`config.mk`:
```
export PLATFORM = sky130hd
export DESIGN_NAME = soc_mem_top
export DESIGN_NICKNAME = d
export VERILOG_FILES = /design/src/soc_pkg.sv /design/src/bus_arbiter.sv /design/src/clint_timer.sv /design/src/ram_bridge.sv /design/src/soc_mem_top.sv
export VERILOG_INCLUDE_DIRS = /design/src
export SDC_FILE = /design/constraint.sdc
export NUM_CORES = 1
export LEC_CHECK = 0
export BUFFER_PORTS_ARGS = -buffer_cell sky130_fd_sc_hd__buf_2
export CAP_MARGIN = 10
export CORE_AREA = 2 2 267 269
export CTS_CLUSTER_SIZE = 25
export DETAILED_ROUTE_END_ITERATION = 10
export DIE_AREA = 0 0 269 271
export PLACE_DENSITY = 0.57
export SLEW_MARGIN = 20
export SYNTH_ARGS = -nofsm -noshare
export SYNTH_HDL_FRONTEND = slang
export SYNTH_SLANG_ARGS = --single-unit
```
`constraint.sdc`:
```
create_clock -name aclk -period 5.9 [get_ports aclk]
set_clock_uncertainty 0.05 [all_clocks]
set_input_delay 0.885 -clock aclk [delete_from_list [all_inputs] [get_ports aclk]]
set_output_delay 0.885 -clock aclk [all_outputs]
set_load 0.01 [all_outputs]
```
`src/soc_params.svh`:
```
`ifndef SOC_PARAMS_SVH
`define SOC_PARAMS_SVH

// bus widths
`define SOC_ADDR_W 64
`define SOC_DATA_W 64
`define SOC_INST_W 32

// core-local timer registers, CLINT layout
`define SOC_MTIME_ADDR    64'h0000_0000_0200_BFF8
`define SOC_MTIMECMP_ADDR 64'h0000_0000_0200_4000

`endif

```
`src/soc_pkg.sv`:
```
`include "soc_params.svh"

package soc_pkg;

    typedef logic [`SOC_ADDR_W-1:0] addr_t;
    typedef logic [`SOC_DATA_W-1:0] data_t;
    typedef logic [`SOC_INST_W-1:0] inst_t;

    // request from the fetch or data port, held until the response pulse
    typedef struct packed {
        logic  valid;
        logic  wr;
        addr_t addr;
        data_t wdata;
    } port_req_t;

    // one-cycle response back to a port
    typedef struct packed {
        logic  valid;
        data_t rdata;
    } port_rsp_t;

    // request on the internal bus toward one slave
    typedef struct packed {
        logic  stb;
        logic  wr;
        logic  ifetch;
        addr_t addr;
        data_t wdata;
    } bus_req_t;

    // slave reply, ack is a single pulse
    typedef struct packed {
        logic  ack;
        data_t rdata;
    } bus_rsp_t;

    typedef enum logic [1:0] {
        IDLE = 2'd0,
        BUSY = 2'd1,
        RESP = 2'd2
    } arb_state_e;

endpackage

```
`src/bus_arbiter.sv`:
```
`timescale 1ns/1ps
`include "soc_params.svh"

module bus_arbiter (
    input  logic               aclk,
    input  logic               i_arst_n,
    input  soc_pkg::port_req_t i_inst_req,
    input  soc_pkg::port_req_t i_data_req,
    input  soc_pkg::bus_rsp_t  i_tmr_rsp,
    input  soc_pkg::bus_rsp_t  i_ram_rsp,
    output soc_pkg::port_rsp_t o_inst_rsp,
    output soc_pkg::port_rsp_t o_data_rsp,
    output soc_pkg::bus_req_t  o_tmr_req,
    output soc_pkg::bus_req_t  o_ram_req
);

    soc_pkg::arb_state_e state_q;
    soc_pkg::arb_state_e state_d;
    logic                gnt_data_q;
    logic                tgt_tmr_q;
    logic                wr_q;
    logic                ifetch_q;
    soc_pkg::addr_t      addr_q;
    soc_pkg::data_t      wdata_q;
    soc_pkg::data_t      rdata_q;
    logic                grant_data;
    logic                grant_any;
    soc_pkg::addr_t      grant_addr;
    logic                grant_tmr;
    logic                bus_ack;
    soc_pkg::data_t      bus_rdata;

    // data port wins when both ask in the same cycle
    assign grant_data = i_data_req.valid;
    assign grant_any  = i_data_req.valid | i_inst_req.valid;
    assign grant_addr = grant_data ? i_data_req.addr : i_inst_req.addr;

    // only the two timer registers live outside the RAM window
    assign grant_tmr = (grant_addr == `SOC_MTIME_ADDR) ||
                       (grant_addr == `SOC_MTIMECMP_ADDR);

    assign bus_ack   = tgt_tmr_q ? i_tmr_rsp.ack : i_ram_rsp.ack;
    assign bus_rdata = tgt_tmr_q ? i_tmr_rsp.rdata : i_ram_rsp.rdata;

    always_comb begin
        state_d = state_q;
        unique case (state_q)
            soc_pkg::IDLE: begin
                if (grant_any) begin
                    state_d = soc_pkg::BUSY;
                end
            end
            soc_pkg::BUSY: begin
                if (bus_ack) begin
                    state_d = soc_pkg::RESP;
                end
            end
            soc_pkg::RESP: begin
                state_d = soc_pkg::IDLE;
            end
            default: begin
                state_d = soc_pkg::IDLE;
            end
        endcase
    end

    always_ff @(posedge aclk or negedge i_arst_n) begin
        if (!i_arst_n) begin
            state_q    <= soc_pkg::IDLE;
            gnt_data_q <= 1'b0;
            tgt_tmr_q  <= 1'b0;
        end else begin
            state_q <= state_d;
            if (state_q == soc_pkg::IDLE && grant_any) begin
                gnt_data_q <= grant_data;
                tgt_tmr_q  <= grant_tmr;
            end
        end
    end

    // request payload, fetches never write
    always_ff @(posedge aclk) begin
        if (state_q == soc_pkg::IDLE && grant_any) begin
            wr_q     <= grant_data ? i_data_req.wr : 1'b0;
            ifetch_q <= ~grant_data;
            addr_q   <= grant_addr;
            wdata_q  <= grant_data ? i_data_req.wdata : '0;
        end
        if (state_q == soc_pkg::BUSY && bus_ack) begin
            rdata_q <= bus_rdata;
        end
    end

    always_comb begin
        o_tmr_req.stb    = (state_q == soc_pkg::BUSY) && tgt_tmr_q;
        o_tmr_req.wr     = wr_q;
        o_tmr_req.ifetch = ifetch_q;
        o_tmr_req.addr   = addr_q;
        o_tmr_req.wdata  = wdata_q;
        o_ram_req.stb    = (state_q == soc_pkg::BUSY) && !tgt_tmr_q;
        o_ram_req.wr     = wr_q;
        o_ram_req.ifetch = ifetch_q;
        o_ram_req.addr   = addr_q;
        o_ram_req.wdata  = wdata_q;
    end

    // read data goes back to the granted port only
    always_comb begin
        o_data_rsp.valid = (state_q == soc_pkg::RESP) && gnt_data_q;
        o_data_rsp.rdata = gnt_data_q ? rdata_q : '0;
        o_inst_rsp.valid = (state_q == soc_pkg::RESP) && !gnt_data_q;
        o_inst_rsp.rdata = gnt_data_q ? '0 : rdata_q;
    end

endmodule

```
`src/clint_timer.sv`:
```
`timescale 1ns/1ps
`include "soc_params.svh"

module clint_timer (
    input  logic              aclk,
    input  logic              i_arst_n,
    input  soc_pkg::bus_req_t i_req,
    output soc_pkg::bus_rsp_t o_rsp,
    output logic              o_timer_irq
);

    soc_pkg::data_t mtime_q;
    soc_pkg::data_t mtimecmp_q;
    soc_pkg::data_t rdata_q;
    logic           ack_q;
    logic           access;
    logic           sel_mtime;
    logic           sel_cmp;

    // strobe stays up during the ack cycle, act on it once
    assign access    = i_req.stb && !ack_q;
    assign sel_mtime = (i_req.addr == `SOC_MTIME_ADDR);
    assign sel_cmp   = (i_req.addr == `SOC_MTIMECMP_ADDR);

    always_ff @(posedge aclk or negedge i_arst_n) begin
        if (!i_arst_n) begin
            ack_q <= 1'b0;
        end else begin
            ack_q <= access;
        end
    end

    // free-running counter, a write overrides the increment
    always_ff @(posedge aclk or negedge i_arst_n) begin
        if (!i_arst_n) begin
            mtime_q <= '0;
        end else if (access && i_req.wr && sel_mtime) begin
            mtime_q <= i_req.wdata;
        end else begin
            mtime_q <= mtime_q + soc_pkg::data_t'(1);
        end
    end

    // all ones keeps the interrupt quiet out of reset
    always_ff @(posedge aclk or negedge i_arst_n) begin
        if (!i_arst_n) begin
            mtimecmp_q <= '1;
        end else if (access && i_req.wr && sel_cmp) begin
            mtimecmp_q <= i_req.wdata;
        end
    end

    always_ff @(posedge aclk) begin
        if (access && !i_req.wr) begin
            rdata_q <= sel_mtime ? mtime_q : mtimecmp_q;
        end
    end

    always_comb begin
        o_rsp.ack   = ack_q;
        o_rsp.rdata = rdata_q;
    end

    assign o_timer_irq = (mtime_q >= mtimecmp_q);

endmodule

```
`src/ram_bridge.sv`:
```
`timescale 1ns/1ps

module ram_bridge (
    input  logic              aclk,
    input  logic              i_arst_n,
    input  soc_pkg::bus_req_t i_req,
    input  soc_pkg::inst_t    i_inst_data,
    input  soc_pkg::data_t    i_ram_data,
    output soc_pkg::bus_rsp_t o_rsp,
    output logic              o_read_inst_ena,
    output logic              o_read_ram_ena,
    output logic              o_write_ram_ena,
    output soc_pkg::addr_t    o_addr,
    output soc_pkg::addr_t    o_write_ram_addr,
    output soc_pkg::data_t    o_write_ram_data
);

    logic           rd_inst_q;
    logic           rd_ram_q;
    logic           wr_q;
    logic           ack_q;
    logic           busy;
    logic           start;
    soc_pkg::addr_t addr_q;
    soc_pkg::data_t wdata_q;

    // enable phase then ack phase, strobe is ignored until both pass
    assign busy  = rd_inst_q | rd_ram_q | wr_q | ack_q;
    assign start = i_req.stb && !busy;

    always_ff @(posedge aclk or negedge i_arst_n) begin
        if (!i_arst_n) begin
            rd_inst_q <= 1'b0;
            rd_ram_q  <= 1'b0;
            wr_q      <= 1'b0;
            ack_q     <= 1'b0;
        end else begin
            rd_inst_q <= start && !i_req.wr && i_req.ifetch;
            rd_ram_q  <= start && !i_req.wr && !i_req.ifetch;
            wr_q      <= start && i_req.wr;
            ack_q     <= rd_inst_q | rd_ram_q | wr_q;
        end
    end

    always_ff @(posedge aclk) begin
        if (start) begin
            addr_q  <= i_req.addr;
            wdata_q <= i_req.wdata;
        end
    end

    assign o_read_inst_ena  = rd_inst_q;
    assign o_read_ram_ena   = rd_ram_q;
    assign o_write_ram_ena  = wr_q;
    assign o_addr           = addr_q;
    assign o_write_ram_addr = addr_q;
    assign o_write_ram_data = wdata_q;

    // memory data is on the pins during the ack cycle
    always_comb begin
        o_rsp.ack   = ack_q;
        o_rsp.rdata = i_req.ifetch ? soc_pkg::data_t'(i_inst_data) : i_ram_data;
    end

endmodule

```
`src/soc_mem_top.sv`:
```
`timescale 1ns/1ps

module soc_mem_top (
    input  logic               aclk,
    input  logic               i_arst_n,
    input  soc_pkg::port_req_t i_inst_req,
    input  soc_pkg::port_req_t i_data_req,
    output soc_pkg::port_rsp_t o_inst_rsp,
    output soc_pkg::port_rsp_t o_data_rsp,
    output logic               o_read_inst_ena,
    output logic               o_read_ram_ena,
    output soc_pkg::addr_t     o_addr,
    input  soc_pkg::inst_t     i_inst_data,
    input  soc_pkg::data_t     i_ram_data,
    output logic               o_write_ram_ena,
    output soc_pkg::addr_t     o_write_ram_addr,
    output soc_pkg::data_t     o_write_ram_data,
    output logic               o_timer_irq
);

    soc_pkg::bus_req_t tmr_req;
    soc_pkg::bus_rsp_t tmr_rsp;
    soc_pkg::bus_req_t ram_req;
    soc_pkg::bus_rsp_t ram_rsp;

    bus_arbiter u_arbiter (
        .aclk       (aclk),
        .i_arst_n   (i_arst_n),
        .i_inst_req (i_inst_req),
        .i_data_req (i_data_req),
        .i_tmr_rsp  (tmr_rsp),
        .i_ram_rsp  (ram_rsp),
        .o_inst_rsp (o_inst_rsp),
        .o_data_rsp (o_data_rsp),
        .o_tmr_req  (tmr_req),
        .o_ram_req  (ram_req)
    );

    clint_timer u_timer (
        .aclk        (aclk),
        .i_arst_n    (i_arst_n),
        .i_req       (tmr_req),
        .o_rsp       (tmr_rsp),
        .o_timer_irq (o_timer_irq)
    );

    // external RAM and instruction memory pins
    ram_bridge u_bridge (
        .aclk             (aclk),
        .i_arst_n         (i_arst_n),
        .i_req            (ram_req),
        .i_inst_data      (i_inst_data),
        .i_ram_data       (i_ram_data),
        .o_rsp            (ram_rsp),
        .o_read_inst_ena  (o_read_inst_ena),
        .o_read_ram_ena   (o_read_ram_ena),
        .o_write_ram_ena  (o_write_ram_ena),
        .o_addr           (o_addr),
        .o_write_ram_addr (o_write_ram_addr),
        .o_write_ram_data (o_write_ram_data)
    );

endmodule

```
==> results.sh <==
export IMPL_overflow=0
export IMPL_tightest_slew_ps=1040
export IMPL_yosysTopAreaCellShare_pct=47.5
export IMPL_reg2reg_depth=6
export IMPL_cts_max_path_buffers=3
export IMPL_hold_viol=0
export IMPL_vias_per_cell=4.88
export IMPL_clock_sinks=523
export IMPL_syn_inst=1858
export IMPL_cts_buffers_inserted=57
export IMPL_finalCritPeriodShare_pct=76.3
export IMPL_io_pins=684
export IMPL_cp_max_fo=3
export IMPL_setup_tns_ps=0
export IMPL_dp_hpwl_mm=54.5
export IMPL_numPortBuffers=618
export IMPL_yosysSeqAreaShare_pct=61.9
export IMPL_drv_slew=0
export IMPL_critPathArrivalTime_ps=3560
export IMPL_antenna_found_initial=7
export IMPL_synth_edff_count=386
export IMPL_startpoint_type="flip-flop"
export IMPL_ys_async_sr_fraction_pct=26.2
export IMPL_p_per_area_nw_per_um2=417
export IMPL_p_leak_nw=12.4
export IMPL_final_common_cell="buf_2"
export IMPL_synthDistinctLibCells=53
export IMPL_die_w_um=269
export IMPL_synth_simple_area_share_pct=12.8
export IMPL_layout_common_cells="616 x buf_2, 386 x edfxtp_1, 169 x mux2_2"
export IMPL_synthFlopType="edfxtp_1"
export IMPL_drv_cap=0
export IMPL_first_pass_iters=5
export IMPL_fmax_mhz=222
export IMPL_worstSetupEndpointType="output pin"
export IMPL_gp_congestion=0.949
export IMPL_seq_area_sq_um=15100
export IMPL_rows=97
export IMPL_cts_repair_resized=0
export IMPL_period_needed_ps=4500
export IMPL_die_h_um=271
export IMPL_yosysWarnings=0
export IMPL_cts_tree="built"
export IMPL_n_fill_cell=6525
export IMPL_synth_adder_area_share_pct=3.33
export IMPL_syn_avg_cell_area_sq_um=13.1
export IMPL_layout_nets=2838
export IMPL_vias=16600
export IMPL_setup_viol=0
export IMPL_drcViolationCount=0
export IMPL_final_layout_size_suffix_gt1_share_pct=40.7
export IMPL_hold_slack_ps=335
export IMPL_die_area_sq_um=72900
export IMPL_h_tree_depth=2
export IMPL_grt_pass1_vias=17100
export IMPL_start_util_pct=35.0
export IMPL_synth_area_leader_cell="edfxtp_1"
export IMPL_synth_xor_area_share_pct=2.22
export IMPL_rsz0062_at_grt="no"
export IMPL_critPathKind="flip-flop to output pin"
export IMPL_vdd_drop_max_uv=234
export IMPL_worstPathRequired_ps=4970
export IMPL_synth_area_sq_um=24400
export IMPL_post_cts_buffers=0
export IMPL_antenna_cells=0
export IMPL_synth_compound_area_share_pct=4.56
export IMPL_multi_input_area_sq_um=8210
export IMPL_synth_area_mux_share_pct=10.5
export IMPL_status="completed"
export IMPL_cts_hold_fix_buffers=0
export IMPL_synth_area_leaders="edfxtp_1 47%, mux2_2 7.8%, dfrtp_1 7.5%"
export IMPL_synth_top_family_by_area="simple AND/OR/NAND/NOR gates"
export IMPL_worstSkewPairLatency_ps=610
export IMPL_wl_per_cell_um=21.6
export IMPL_hp_class="input port to async pin"
export IMPL_area_delta_synth_final_pct=23.5
export IMPL_cts_root_buf="clkbuf_16"
export IMPL_routed_wl_mm=73.7
export IMPL_synth_seq_cells=523
export IMPL_core_area_sq_um=69800
export IMPL_synth_fp_nets=2281
export IMPL_first_iter_violations=1038
export IMPL_clk_pin_slew_worst_paths_ps=60
export IMPL_grt_max_degree=99
export IMPL_ant_nets=0
export IMPL_grt_usage_pct=19.8
export IMPL_grt_pass1_wl_mm=107
export IMPL_relSlewSlack_pct=30.6
-- sequential cells by signal, summed over array words and instances, names as in the netlist, 2 cells and up --
| name | cells |
|---|---|
| u_arbiter.addr_q | 64 |
| u_bridge.o_write_ram_data | 64 |
| u_timer.mtimecmp_q | 64 |
| u_timer.mtime_q | 64 |
| u_arbiter.wdata_q | 64 |
| u_arbiter.state_q | 2 |
| u_arbiter.rdata_q | 64 |
| u_bridge.o_addr | 64 |
| u_timer.rdata_q | 64 |
-- layer usage --
metal / GRT usage [%] / wire length (um) / vias to the layer above
met2: 35.3 / 37300 / 555
li1: - / - / 7803
met5: 0 / 73 / -
met3: 4.31 / 4570 / 100
met4: 5.23 / 1700 / 12
met1: 23.9 / 30000 / 8157
-- worst max-delay path, stage by stage (launching register included) --
cell      delay, ps
dfstp_2         540
inv_1            40
ha_1            300
nand4_1         190
or4_1           570
a221oi_1        400
a2111o_1        210
a21oi_1         150
o41ai_1         340
buf_2           220
-- layout make-up --
cell class / instances / area share (%)
Sequential cell: 523 / 50.1
Timing Repair Buffer: 639 / 10.9
Tap cell: 940 / 3.90
Multi-Input combinational cell: 1111 / 27.3
Inverter: 83 / 1.07
Clock buffer: 78 / 5.50
Clock inverter: 30 / 1.25
-- cell usage after synthesis, types with 39 or more instances --
library cell and count:
xnor2_1 39, mux2i_1 45, dfstp_2 64, inv_1 82, nand2_1 89, edfxtp_1 386
o21ai_0 47, nor2b_1 66, mux2_2 169, nor4_1 47, a21oi_1 90, buf_4 64
nor2_1 88, ha_1 65, dfrtp_1 73, and2_1 134, nand3_1 39, clkbuf_1 53
-- worst paths after layout --
check / from / endpoint / slack [ps]
worst max-delay path: u_timer.mtimecmp_q[13]$_DFFE_PN1P_ / o_timer_irq / 1400
worst min-delay path: i_arst_n / u_timer.mtime_q[6]$_DFF_PN0_ / 330
worst max register to register: u_arbiter.addr_q[31]$_DFFE_PP_ / u_timer.mtimecmp_q[33]$_DFFE_PN1P_ / 2230
worst min register to register: u_arbiter.addr_q[60]$_DFFE_PP_ / u_bridge.o_addr[60]$_DFFE_PP_ / 400
max in group asynchronous: i_arst_n / u_timer.mtime_q[24]$_DFF_PN0_ / 4240
min in group aclk: u_arbiter.addr_q[60]$_DFFE_PP_ / u_bridge.o_addr[60]$_DFFE_PP_ / 400
-- cells by family after synthesis --
logic type,after synthesis
compound gates,187
xor+xnor,62
fa+ha+maj,65
buf+inv,224
flops,523
mux,228
simple gates,569
-- power breakdown --
group / leakage, nW / switching (mW) / internal, mW / total (mW)
Combinational: 6.25 / 1.95 / 1.00 / 2.95
Clock: 0.996 / 1.50 / 2.32 / 3.82
Sequential: 5.15 / 0.583 / 5.21 / 5.79
Total: 12.4 / 4.03 / 8.53 / 12.6
-- per-stage QoR --
stage / instance area [sq um] / total power, mW / util, % / worst slack [ps] / cells
global route: 30100 / 13.1 / 43.2 / 1200 / 3404
CTS: 30100 / 12.8 / 43.1 / 1320 / 3403
floorplan: 24400 / 7.35 / - / 1180 / 1858
detailed placement: 28100 / 8.89 / 40.2 / 2000 / 3295
finish: 30100 / 12.6 / 43.2 / 1400 / 3404
global placement: 28100 / 8.85 / 40.2 / 2010 / 3295
No activity file was read; power rests on OpenSTA's default activity.
